`config.mk`:
```
export PLATFORM = sky130hd
export DESIGN_NAME = ob_engine
export DESIGN_NICKNAME = d
export VERILOG_FILES = /design/src/source/ob_pkg.sv /design/src/source/ob_cmd_latch.sv /design/src/source/ob_book_table.sv /design/src/source/ob_trade_cmp.sv /design/src/source/ob_cntrl_fsm.sv /design/src/source/ob_engine.sv
export SDC_FILE = /design/constraint.sdc
export NUM_CORES = 1
export LEC_CHECK = 0
export BUFFER_PORTS_ARGS = -buffer_cell sky130_fd_sc_hd__buf_2
export CAP_MARGIN = 30
export CORE_MARGIN = 1.5
export CORE_UTILIZATION = 60
export CTS_CLUSTER_DIAMETER = 60
export CTS_CLUSTER_SIZE = 8
export DETAILED_ROUTE_END_ITERATION = 6
export PLACE_DENSITY = 0.88
export SLEW_MARGIN = 10
export SYNTH_ARGS = -nofsm -noshare
export SYNTH_HDL_FRONTEND = slang
export SYNTH_SLANG_ARGS = --single-unit
```
`constraint.sdc`:
```
create_clock -name clk -period 4.9 [get_ports clk]
set_input_delay 0.49 -clock clk [delete_from_list [all_inputs] [get_ports clk]]
set_output_delay 0.49 -clock clk [all_outputs]
set_load 0.02 [all_outputs]
```
`src/source/ob_pkg.sv`:
```
package ob_pkg;

  // Order and command identifier
  typedef logic [7:0] uid_t;

  // Reserved uid on trade responses, never sent by a client
  localparam uid_t trade_uid = '1;

  // Plain binary price
  typedef logic [15:0] price_t;

  // Share count
  typedef logic [7:0] quantity_t;

  typedef enum logic [2:0] {
    op_nop          = 3'd0,
    op_buy          = 3'd1,
    op_sell         = 3'd2,
    op_qry_bid_ask  = 3'd3,
    op_pop_top_bid  = 3'd4,
    op_pop_top_ask  = 3'd5
  } opcode_t;

  typedef enum logic [1:0] {
    s_okay    = 2'd0,
    s_bad_pop = 2'd1,
    s_reject  = 2'd2
  } status_t;

  // One resting order in a book table
  typedef struct packed {
    uid_t      uid;
    quantity_t quantity;
    price_t    price;
  } entry_t;

  // Buy and Sell share this operand layout
  typedef struct packed {
    quantity_t quantity;
    price_t    price;
  } operand_t;

  typedef struct packed {
    uid_t     uid;
    opcode_t  opcode;
    operand_t operand;
  } cmd_t;

  // Query result, zero price for an empty side
  typedef struct packed {
    price_t bid_price;
    price_t ask_price;
  } result_qry_t;

  typedef struct packed {
    uid_t      uid;
    quantity_t quantity;
    price_t    price;
  } result_pop_t;

  // Padded out to the union width
  typedef struct packed {
    uid_t       bid_uid;
    uid_t       ask_uid;
    quantity_t  quantity;
    logic [7:0] pad;
  } result_trade_t;

  // Same 32-bit word, decoded per response kind
  typedef union packed {
    result_qry_t   qry;
    result_pop_t   pop;
    result_trade_t trade;
  } result_u;

  typedef struct packed {
    uid_t    uid;
    status_t status;
    result_u result;
  } rsp_t;

  // Registered trade decision
  typedef struct packed {
    logic      vld;
    logic      bid_consumed;
    logic      ask_consumed;
    uid_t      bid_uid;
    uid_t      ask_uid;
    quantity_t quantity;
    quantity_t remainder;
  } cmp_t;

endpackage

```
`src/source/ob_cmd_latch.sv`:
```
`timescale 1ns/1ps

module ob_cmd_latch (
  input  logic         clk,
  input  logic         rst,
  input  logic         cmd_in_vld,
  input  ob_pkg::cmd_t cmd_in,
  output logic         cmd_in_pop,
  input  logic         consume,
  output logic         cmd_vld,
  output ob_pkg::cmd_t cmd
);

  logic fetch;

  // Refill when empty or when the held command leaves this cycle
  assign fetch      = cmd_in_vld & (consume | ~cmd_vld);
  assign cmd_in_pop = fetch;

  always_ff @(posedge clk) begin
    if (rst) begin
      cmd_vld <= 1'b0;
    end else if (fetch) begin
      cmd_vld <= 1'b1;
    end else if (consume) begin
      cmd_vld <= 1'b0;
    end
  end

  // Held command, visible from the next cycle
  always_ff @(posedge clk) begin
    if (fetch) begin
      cmd <= cmd_in;
    end
  end

endmodule

```
`src/source/ob_book_table.sv`:
```
`timescale 1ns/1ps

module ob_book_table #(
  parameter int table_depth = 4,
  parameter bit is_bid      = 1'b1
) (
  input  logic           clk,
  input  logic           rst,
  input  logic           insert,
  input  ob_pkg::entry_t insert_entry,
  input  logic           pop,
  input  logic           update_vld,
  input  ob_pkg::entry_t update_entry,
  input  logic           reject_pop,
  output logic           head_vld,
  output ob_pkg::entry_t head,
  output logic           reject_vld,
  output ob_pkg::entry_t reject
);

  import ob_pkg::*;

  localparam int cnt_w = $clog2(table_depth + 1);

  // Slot 0 holds the best price
  entry_t                 slots      [table_depth];
  entry_t                 slots_next [table_depth];
  logic [cnt_w-1:0]       count;
  logic                   full;
  logic                   do_insert;
  // Slot i keeps its place in front of the new order
  logic [table_depth-1:0] ahead;

  assign full      = (count == cnt_w'(table_depth));
  assign do_insert = insert & ~full;
  assign head_vld  = (count != '0);
  // Empty table reads a zero head
  assign head      = head_vld ? slots[0] : '0;

  always_comb begin
    for (int i = 0; i < table_depth; i++) begin
      // Ties stay ahead, so equal prices keep arrival order
      if (is_bid) begin
        ahead[i] = (i < int'(count)) && (insert_entry.price <= slots[i].price);
      end else begin
        ahead[i] = (i < int'(count)) && (insert_entry.price >= slots[i].price);
      end
    end
  end

  always_comb begin
    slots_next = slots;
    if (do_insert) begin
      // New order lands at the first slot not ahead of it
      if (!ahead[0]) begin
        slots_next[0] = insert_entry;
      end
      for (int i = 1; i < table_depth; i++) begin
        if (ahead[i-1] && !ahead[i]) begin
          slots_next[i] = insert_entry;
        end else if (!ahead[i-1]) begin
          // Everything behind moves back by one
          slots_next[i] = slots[i-1];
        end
      end
    end else if (pop) begin
      // Shift toward the head
      for (int i = 0; i < table_depth - 1; i++) begin
        slots_next[i] = slots[i+1];
      end
    end else if (update_vld) begin
      // Partial fill leaves the remainder on the head
      slots_next[0].quantity = update_entry.quantity;
    end
  end

  always_ff @(posedge clk) begin
    slots <= slots_next;
  end

  always_ff @(posedge clk) begin
    if (rst) begin
      count      <= '0;
      reject_vld <= 1'b0;
    end else begin
      if (do_insert) begin
        count <= count + 1'b1;
      end else if (pop) begin
        count <= count - 1'b1;
      end
      // Full table parks the order for a reject response
      if (insert && full) begin
        reject_vld <= 1'b1;
      end else if (reject_pop) begin
        reject_vld <= 1'b0;
      end
    end
  end

  always_ff @(posedge clk) begin
    if (insert && full) begin
      reject <= insert_entry;
    end
  end

endmodule

```
`src/source/ob_trade_cmp.sv`:
```
`timescale 1ns/1ps

module ob_trade_cmp (
  input  logic           clk,
  input  logic           rst,
  input  logic           bid_vld,
  input  ob_pkg::entry_t bid,
  input  logic           ask_vld,
  input  ob_pkg::entry_t ask,
  input  logic           sample,
  output ob_pkg::cmp_t   result
);

  import ob_pkg::*;

  cmp_t next_result;
  logic can_trade;

  // Both heads present and the bid reaches the ask
  assign can_trade = bid_vld & ask_vld & (bid.price >= ask.price);

  always_comb begin
    next_result         = '0;
    next_result.bid_uid = bid.uid;
    next_result.ask_uid = ask.uid;
    if (can_trade) begin
      next_result.vld = 1'b1;
      if (bid.quantity < ask.quantity) begin
        // Bid fills completely, ask keeps the rest
        next_result.bid_consumed = 1'b1;
        next_result.quantity     = bid.quantity;
        next_result.remainder    = ask.quantity - bid.quantity;
      end else if (ask.quantity < bid.quantity) begin
        next_result.ask_consumed = 1'b1;
        next_result.quantity     = ask.quantity;
        next_result.remainder    = bid.quantity - ask.quantity;
      end else begin
        // Exact match, both heads leave
        next_result.bid_consumed = 1'b1;
        next_result.ask_consumed = 1'b1;
        next_result.quantity     = bid.quantity;
      end
    end
  end

  // Registered so the subtract stays off the controller path
  always_ff @(posedge clk) begin
    if (rst) begin
      result <= '0;
    end else if (sample) begin
      result <= next_result;
    end
  end

endmodule

```
`src/source/ob_cntrl_fsm.sv`:
```
`timescale 1ns/1ps

module ob_cntrl_fsm (
  input  logic           clk,
  input  logic           rst,
  input  logic           cmd_vld,
  input  ob_pkg::cmd_t   cmd,
  output logic           consume,
  input  logic           rsp_out_full,
  output logic           rsp_out_vld,
  output ob_pkg::rsp_t   rsp_out,
  output logic           cmp_sample,
  input  ob_pkg::cmp_t   cmp_result,
  input  logic           bid_head_vld,
  input  ob_pkg::entry_t bid_head,
  input  logic           bid_reject_vld,
  input  ob_pkg::entry_t bid_reject,
  output logic           bid_insert,
  output ob_pkg::entry_t bid_insert_entry,
  output logic           bid_pop,
  output logic           bid_update_vld,
  output ob_pkg::entry_t bid_update_entry,
  output logic           bid_reject_pop,
  input  logic           ask_head_vld,
  input  ob_pkg::entry_t ask_head,
  input  logic           ask_reject_vld,
  input  ob_pkg::entry_t ask_reject,
  output logic           ask_insert,
  output ob_pkg::entry_t ask_insert_entry,
  output logic           ask_pop,
  output logic           ask_update_vld,
  output ob_pkg::entry_t ask_update_entry,
  output logic           ask_reject_pop
);

  import ob_pkg::*;

  typedef enum logic [1:0] {
    st_idle,
    st_issue_qry,
    st_execute
  } state_t;

  state_t state;
  state_t state_next;
  entry_t new_entry;

  // Order built from the held Buy or Sell
  assign new_entry = '{uid: cmd.uid, quantity: cmd.operand.quantity,
                       price: cmd.operand.price};

  always_comb begin
    result_u res;
    entry_t  upd;
    state_next       = state;
    consume          = 1'b0;
    rsp_out_vld      = 1'b0;
    rsp_out          = '0;
    cmp_sample       = 1'b0;
    bid_insert       = 1'b0;
    bid_insert_entry = new_entry;
    bid_pop          = 1'b0;
    bid_update_vld   = 1'b0;
    bid_update_entry = '0;
    bid_reject_pop   = 1'b0;
    ask_insert       = 1'b0;
    ask_insert_entry = new_entry;
    ask_pop          = 1'b0;
    ask_update_vld   = 1'b0;
    ask_update_entry = '0;
    ask_reject_pop   = 1'b0;
    res              = '0;
    upd              = '0;
    rsp_out.status   = s_okay;

    // Full egress freezes everything
    if (!rsp_out_full) begin
      case (state)
        st_idle: begin
          if (cmd_vld) begin
            consume     = 1'b1;
            rsp_out.uid = cmd.uid;
            case (cmd.opcode)
              op_nop: rsp_out_vld = 1'b1;
              op_qry_bid_ask: begin
                rsp_out_vld       = 1'b1;
                res.qry.bid_price = bid_head.price;
                res.qry.ask_price = ask_head.price;
              end
              op_buy: begin
                rsp_out_vld = 1'b1;
                bid_insert  = 1'b1;
                state_next  = st_issue_qry;
              end
              op_sell: begin
                rsp_out_vld = 1'b1;
                ask_insert  = 1'b1;
                state_next  = st_issue_qry;
              end
              op_pop_top_bid: begin
                rsp_out_vld      = 1'b1;
                bid_pop          = bid_head_vld;
                rsp_out.status   = bid_head_vld ? s_okay : s_bad_pop;
                res.pop.uid      = bid_head.uid;
                res.pop.quantity = bid_head.quantity;
                res.pop.price    = bid_head.price;
              end
              op_pop_top_ask: begin
                rsp_out_vld      = 1'b1;
                ask_pop          = ask_head_vld;
                rsp_out.status   = ask_head_vld ? s_okay : s_bad_pop;
                res.pop.uid      = ask_head.uid;
                res.pop.quantity = ask_head.quantity;
                res.pop.price    = ask_head.price;
              end
              // Unknown opcode dropped silently
              default: ;
            endcase
          end
        end
        st_issue_qry: begin
          // Heads now reflect the last table change
          cmp_sample = 1'b1;
          state_next = st_execute;
        end
        st_execute: begin
          if (cmp_result.vld) begin
            rsp_out_vld           = 1'b1;
            rsp_out.uid           = trade_uid;
            res.trade.bid_uid     = cmp_result.bid_uid;
            res.trade.ask_uid     = cmp_result.ask_uid;
            res.trade.quantity    = cmp_result.quantity;
            bid_pop               = cmp_result.bid_consumed;
            ask_pop               = cmp_result.ask_consumed;
            // Survivor head keeps the remainder
            if (cmp_result.bid_consumed && !cmp_result.ask_consumed) begin
              upd              = ask_head;
              upd.quantity     = cmp_result.remainder;
              ask_update_vld   = 1'b1;
              ask_update_entry = upd;
            end else if (cmp_result.ask_consumed && !cmp_result.bid_consumed) begin
              upd              = bid_head;
              upd.quantity     = cmp_result.remainder;
              bid_update_vld   = 1'b1;
              bid_update_entry = upd;
            end
            // Try again on the new heads
            state_next = st_issue_qry;
          end else if (bid_reject_vld) begin
            rsp_out_vld    = 1'b1;
            rsp_out.uid    = bid_reject.uid;
            rsp_out.status = s_reject;
            bid_reject_pop = 1'b1;
          end else if (ask_reject_vld) begin
            rsp_out_vld    = 1'b1;
            rsp_out.uid    = ask_reject.uid;
            rsp_out.status = s_reject;
            ask_reject_pop = 1'b1;
          end else begin
            // Book is quiet again
            state_next = st_idle;
          end
        end
        default: state_next = st_idle;
      endcase
    end

    rsp_out.result = res;
  end

  always_ff @(posedge clk) begin
    if (rst) begin
      state <= st_idle;
    end else begin
      state <= state_next;
    end
  end

endmodule

```
`src/source/ob_engine.sv`:
```
`timescale 1ns/1ps

module ob_engine #(
  parameter int table_depth = 4
) (
  input  logic         clk,
  input  logic         rst,
  input  logic         cmd_in_vld,
  input  ob_pkg::cmd_t cmd_in,
  output logic         cmd_in_pop,
  input  logic         rsp_out_full,
  output logic         rsp_out_vld,
  output ob_pkg::rsp_t rsp_out
);

  import ob_pkg::*;

  // Latch to controller
  logic   cmd_vld;
  cmd_t   cmd;
  logic   consume;

  // Comparator
  logic   cmp_sample;
  cmp_t   cmp_result;

  // Bid side
  logic   bid_head_vld;
  entry_t bid_head;
  logic   bid_reject_vld;
  entry_t bid_reject;
  logic   bid_insert;
  entry_t bid_insert_entry;
  logic   bid_pop;
  logic   bid_update_vld;
  entry_t bid_update_entry;
  logic   bid_reject_pop;

  // Ask side
  logic   ask_head_vld;
  entry_t ask_head;
  logic   ask_reject_vld;
  entry_t ask_reject;
  logic   ask_insert;
  entry_t ask_insert_entry;
  logic   ask_pop;
  logic   ask_update_vld;
  entry_t ask_update_entry;
  logic   ask_reject_pop;

  ob_cmd_latch i_cmd_latch (
    .clk        (clk),
    .rst        (rst),
    .cmd_in_vld (cmd_in_vld),
    .cmd_in     (cmd_in),
    .cmd_in_pop (cmd_in_pop),
    .consume    (consume),
    .cmd_vld    (cmd_vld),
    .cmd        (cmd)
  );

  // Bids sorted highest first
  ob_book_table #(
    .table_depth (table_depth),
    .is_bid      (1'b1)
  ) i_bid_table (
    .clk          (clk),
    .rst          (rst),
    .insert       (bid_insert),
    .insert_entry (bid_insert_entry),
    .pop          (bid_pop),
    .update_vld   (bid_update_vld),
    .update_entry (bid_update_entry),
    .reject_pop   (bid_reject_pop),
    .head_vld     (bid_head_vld),
    .head         (bid_head),
    .reject_vld   (bid_reject_vld),
    .reject       (bid_reject)
  );

  // Asks sorted lowest first
  ob_book_table #(
    .table_depth (table_depth),
    .is_bid      (1'b0)
  ) i_ask_table (
    .clk          (clk),
    .rst          (rst),
    .insert       (ask_insert),
    .insert_entry (ask_insert_entry),
    .pop          (ask_pop),
    .update_vld   (ask_update_vld),
    .update_entry (ask_update_entry),
    .reject_pop   (ask_reject_pop),
    .head_vld     (ask_head_vld),
    .head         (ask_head),
    .reject_vld   (ask_reject_vld),
    .reject       (ask_reject)
  );

  ob_trade_cmp i_trade_cmp (
    .clk     (clk),
    .rst     (rst),
    .bid_vld (bid_head_vld),
    .bid     (bid_head),
    .ask_vld (ask_head_vld),
    .ask     (ask_head),
    .sample  (cmp_sample),
    .result  (cmp_result)
  );

  ob_cntrl_fsm i_cntrl_fsm (
    .clk              (clk),
    .rst              (rst),
    .cmd_vld          (cmd_vld),
    .cmd              (cmd),
    .consume          (consume),
    .rsp_out_full     (rsp_out_full),
    .rsp_out_vld      (rsp_out_vld),
    .rsp_out          (rsp_out),
    .cmp_sample       (cmp_sample),
    .cmp_result       (cmp_result),
    .bid_head_vld     (bid_head_vld),
    .bid_head         (bid_head),
    .bid_reject_vld   (bid_reject_vld),
    .bid_reject       (bid_reject),
    .bid_insert       (bid_insert),
    .bid_insert_entry (bid_insert_entry),
    .bid_pop          (bid_pop),
    .bid_update_vld   (bid_update_vld),
    .bid_update_entry (bid_update_entry),
    .bid_reject_pop   (bid_reject_pop),
    .ask_head_vld     (ask_head_vld),
    .ask_head         (ask_head),
    .ask_reject_vld   (ask_reject_vld),
    .ask_reject       (ask_reject),
    .ask_insert       (ask_insert),
    .ask_insert_entry (ask_insert_entry),
    .ask_pop          (ask_pop),
    .ask_update_vld   (ask_update_vld),
    .ask_update_entry (ask_update_entry),
    .ask_reject_pop   (ask_reject_pop)
  );

endmodule

```
* Word level (Yosys, flattened, before mapping)
Index checks and enable logic that the tools add are counted.
** Word-level totals
- Flip-flop bits (word level) :: 353
- Output and inout bits :: 44
** Operators by class
- Bitwise operators :: 10
- Order comparisons :: 19
- Add/subtract/negate cells :: 6
- Reductions and logical operators :: 50
- Eq/ne operators :: 21
- Multiplexer cells :: 122
** Operators with widths (number)
- $mux W32 :: 18
- $mux W24 :: 10
- $mux W96 :: 2
- $mux W80 :: 2
- $pmux W32 S3 :: 1
- $ge A16 B16 Y1 :: 5
- $mux W8 :: 10
- $le A16 B16 Y1 :: 4
- $mux W1 :: 55
- $pmux W24 S2 :: 1
- $mux W10 :: 4
- $mux W16 :: 2
- $pmux W10 S2 :: 1
- $reduce_and A2 Y1 :: 10
- $logic_and A1 B1 Y1 :: 18
- $ne A3 B3 Y1 const B :: 6
- $lt A8 B8 Y1 :: 2
- $sub A8 B8 Y8 :: 2
- $mux W3 :: 5
- $eq A3 B3 Y1 const B :: 4
- $lt A1 B3 Y1 const A :: 4
- $lt A2 B3 Y1 const A :: 4
- $mux W2 :: 6
- $ne A2 B2 Y1 const B :: 6
- 20 further kinds :: 46

* Depth between registers and ports, before layout
- Depth in word-level cells :: 10
- Depth in mapped cells :: 18
- Depth with buffers taken out :: 15

* Modules after synthesis
From an unflattened synthesis, not the netlist that was laid out.
** Second synthesis, totals
- Cell total of the unflattened synthesis :: 2390
- Area, all modules :: 25324.3 µm²
** By module, submodules not included
- ob_book_table at i_ask_table :: instances 1, cells each 896, area each 9805.7 µm²
- ob_book_table at i_bid_table :: instances 1, cells each 785, area each 9206.3 µm²
- ob_cntrl_fsm :: instances 1, cells each 360, area each 2717.6 µm²
- ob_trade_cmp :: instances 1, cells each 309, area each 2488.6 µm²
- ob_cmd_latch :: instances 1, cells each 40, area each 1106.1 µm²

* Least setup slack after synthesis
No wires, ideal clock.
- Kind :: register to register
- Start point :: register, netlist name i_cmd_latch.cmd[15]
- End point :: register i_ask_table.slots[32] (netlist name), enable pin
- Setup slack :: 0.575 ns
- Setup time :: 0.441 ns
- Data arrival time :: 3.885 ns
- Buffers on the path :: 1
- Data required time :: 4.459 ns
- Period minus slack after synthesis :: 4.325 ns
- Stages on the path, launching flop included :: 9
- Cell sequence :: edfxtp_1 ha_1 and2_1 a221oi_1 o211ai_1 nor3_1 nor2_1 clkbuf_1 a31oi_1
** On the way
- Cells in the longest elaborated chain, start to end :: 6
** Ends and longest elaborated chain
- $ge A16 B16 Y1 :: line ob_book_table.sv:46 : ahead[i] = (i < int'(count)) && (insert_entry.price >= slots[i].price);
- $logic_and A1 B1 Y1 :: line ob_book_table.sv:46
- $logic_not A1 Y1 :: line ob_book_table.sv:59 : if (ahead[i-1] && !ahead[i]) begin
- $logic_and A1 B1 Y1 :: line ob_book_table.sv:59
- $ne A3 B3 Y1 (no source line) (*)
- $reduce_and A2 Y1 (no source line) (*)
- end signal: assignment :: line ob_book_table.sv:78 : slots <= slots_next;
- end: declaration :: line ob_book_table.sv:26 : entry_t slots [table_depth];
Mark *: on every way between the ends. The rest lies on a longest branch, timed or not.
A chain may end at the register's enable or synchronous reset.

* Worst setup path in the final report
- Start point :: register i_bid_table.count[0]
- End point :: register i_trade_cmp.result[33] (netlist name)
** On the way
- Cells in the longest elaborated chain, start to end :: 6
** Ends and longest elaborated chain
- start: declaration :: line ob_book_table.sv:28 : logic [cnt_w-1:0] count;
- start signal: assignment :: line ob_book_table.sv:87 : count <= count + 1'b1;
- start signal: assignment :: line ob_book_table.sv:89 : count <= count - 1'b1;
- $reduce_bool A3 Y1 (*) :: line ob_book_table.sv:36 : assign head_vld = (count != '0);
- $mux W32 :: line ob_book_table.sv:38 : assign head = head_vld ? slots[0] : '0;
- $lt A8 B8 Y1 :: line ob_trade_cmp.sv:33 : end else if (ask.quantity < bid.quantity) begin
- $mux W1 :: line ob_trade_cmp.sv:33
- $mux W1 :: line ob_trade_cmp.sv:28 : if (bid.quantity < ask.quantity) begin
- $mux W3 (*) :: line ob_trade_cmp.sv:26 : if (can_trade) begin
- end signal: assignment :: line ob_trade_cmp.sv:51 : result <= next_result;
- end: declaration :: line ob_trade_cmp.sv:11 : output ob_pkg::cmp_t result
Marked as above.

==> out/qor.yml <==
status: "finished, final reports clean"
syn_area_per_cell_um2: 10.2
seqPwrFrac_pct: 48.3
start_util_pct: 61.1
cts_tree: "yes"
coreArea_mm2: 0.0346
htree_levels: 2
max-cap-violations: 0
post-route-min-period_ns: 4.22
start_kind: "flop"
yosysSeqAreaShare_pct: 48.0
cts_resized: 0
port_buffers: 82
pwr-share-comb_pct: 5.6
die_area_mm2: 0.0364
p_sw_share_pct: 23.7
ir_worst_vdd_uv: 311
p_leak_nw: 9.73
synth_top_cell_by_area: "edfxtp_1"
fin_nets: 2321
hold_viol: 0
arrival_ns: 4.70
hpwl_mm: 45.1
vias_per_cell: 6.76
cp_max_fo: 11
cp-end-kind: "flop"
drt-initial-drc-count: 2332
place_area_mm2: 0.0221
synth_area_mm2: 0.0211
dr.pass1.iters: 6
min_period_over_period_pct: 86.2
layout_commonest_cell: "edfxtp_1"
final_cell_mix: "edfxtp_1, nand2_1, ha_1"
clock-sinks: 353
grt_pass1_vias: 17300
synth_fa_ha_area_share_pct: 10.1
hold_buffers: 0
synth_flop_cell: "edfxtp_1"
finalSetupTns_ns: 0
routedWlPerCell_um: 24.9
internal-power_mw: 5.36
route.detailed.drc: 0
setup_viol: 0
clock-skew-final_ns: 0.0268
ant_nets: 0
synth-xor-area-share_pct: 0.580
holdCritPathClass: "in -> reg"
muxShareOfSynthArea_pct: 6.57
yosysWarnings: 0
fp.dieW_um: 191
design_area_mm2: 0.0235
netlist_instances: 2077
slew_violations: 0
synth_edf_count: 307
fmax_ghz: 0.237
reg2reg_slack_ns: 0.68
worstPathRequired_ns: 5.37
synth_compound_area_share_pct: 16.5
antenna_found_initial: 1
rsz0062_at_grt: "no"
place_congestion: 0.996
crit_chain: "inv_1, ha_1, nand2b_1, buf_4, nand2_1, ha_1, nand2b_1, a21o_1, a211oi_1, o31ai_1, a21oi_1, nor3_2, buf_4, a22o_1"
p_sw_mw: 1.67
synth_nets: 2286
pwr_density_cell_mw_per_mm2: 298
synthArstFlopShare_pct: 0
post_cts_buffers: 0
synth_area_leaders: "edfxtp_1, ha_1, nand2_1, dfxtp_1, o21ai_0"
track_usage_pct: 35.7
ys_ff_latch: 353
via_count: 17600
insertion_delay_ns: 0.60
final.fill_count: 2421
synth_top_area_share_pct: 43.6
synth_top_family_by_area: "compound AO/OA/AOI/OAI gates"
grt_pass1_wl_mm: 99.0
grt_max_degree: 105
drive_above_1_share_pct: 12.3
critPathKind: "reg -> reg"
routed_wl_mm: 64.9
synthSimpleGateAreaFrac_pct: 12.7
worst_pin_slew_ns: 1.06
clkPwrFrac_pct: 46.1
synth_cell_types: 74
core.rowCount: 68
slew_headroom_pct: 29.4
grt-ovfl-total: 0
cts_inserted_buffers: 50
crit_slowest_cell: "a21oi_1"
die_y_um: 191
clkTransAtPathRegs_ns: 0.05
clockBufferDepth: 3
areaGrowthSynthToFinish_pct: 11.4
ios: 83
cpPeakStageDelay_ns: 0.75
cts-root-buf: "clkbuf_16"
==> stage by stage <==
stage	cells	power [mW]	utilization (%)	worst slack [ns]	hold WS, ns
after floorplan	2077	3.66	-	0.575	0.432
final	2601	7.02	68.0	0.675	0.0642
after global placement	2506	3.80	63.4	0.751	0.439
after global routing	2600	7.18	68.0	0.466	0.0645
after detailed placement	2512	3.82	63.7	0.810	0.446
after CTS	2597	7.02	67.8	0.763	0.0512
==> state kept, by name (all words and copies together) (netlist names), 2 cells and up <==
signal and count:
i_bid_table.count 3, i_bid_table.slots 128, i_bid_table.reject 8, i_cntrl_fsm.state 2, i_ask_table.reject 8, i_ask_table.slots 128
i_trade_cmp.result 35, i_cmd_latch.cmd 35, i_ask_table.count 3
==> synth_stat cells (24+ instances only) <==
library cell / count
mux2_4: 29
nand2_1: 263
a21oi_1: 82
a22oi_1: 64
nor2_1: 112
clkbuf_1: 100
dfxtp_1: 46
mux2_2: 35
mux2i_1: 56
a22o_1: 26
o21ai_0: 161
nand4_1: 33
inv_1: 160
o211ai_1: 35
a21o_1: 24
o221ai_1: 36
nand3_1: 95
buf_2: 25
edfxtp_1: 307
ha_1: 168
==> cells by family after synthesis <==
| kind of cell | Yosys count |
|---|---|
| buffers and inverters | 298 |
| AO/OA/AOI/OAI | 529 |
| AND/OR/NAND/NOR | 593 |
| flip-flops | 353 |
| XOR/XNOR | 14 |
| multiplexers | 120 |
| adder cells (fa/ha/maj) | 170 |
==> area by class of cell <==
type	count	area, µm²	share of cell area [%]
diodes	1	2.50	0.0106
clock inverters	4	36.3	0.154
inverters	160	601	2.55
repair buffers	121	840	3.57
flip-flops and latches	353	10100	43.1
multi-input cells	1426	9970	42.3
well taps	455	569	2.42
clock buffers	81	1390	5.90
==> path summary, 6_finish.rpt <==
check | end | cells past startpoint | from
max | i_trade_cmp.result[33] | 14 | i_bid_table.count[0]
min reg2reg | i_trade_cmp.result[24] | 2 | i_trade_cmp.result[24]
min | i_cmd_latch.cmd[5] | 1 | cmd_in[5]
max reg2reg | i_trade_cmp.result[33] | 14 | i_bid_table.count[0]
==> worst max-delay path, delay by kind of cell, from the launching register on <==
kind,cells,cell delay [ns]
AOI/OAI and AO/OA,5,1.57
and+or+nand+nor,4,0.80
buffers and inverters,3,0.65
adders and majority gates,2,0.61
DFF,1,0.46
==> power groups by stage <==
| stage | Combinational (mW) | Clock (mW) | Sequential (mW) |
|---|---|---|---|
| 6_report | 0.394 | 3.24 | 3.39 |
| 5_1_grt | 0.432 | 3.36 | 3.39 |
| 4_1_cts | 0.383 | 3.25 | 3.38 |
| 3_5_place_dp | 0.378 | 0 | 3.44 |
| 3_3_place_gp | 0.357 | 0 | 3.44 |
| 2_1_floorplan | 0.270 | 0 | 3.39 |
==> layer usage <==
| metal | wire (µm) | GRT usage [%] |
|---|---|---|
| met5 | 111 | 2.20 |
| met2 | 29300 | 54.8 |
| met3 | 7330 | 7.97 |
| met1 | 24500 | 46.2 |
| met4 | 3690 | 21.7 |
Note: power is estimated with default switching activity, not from simulation.
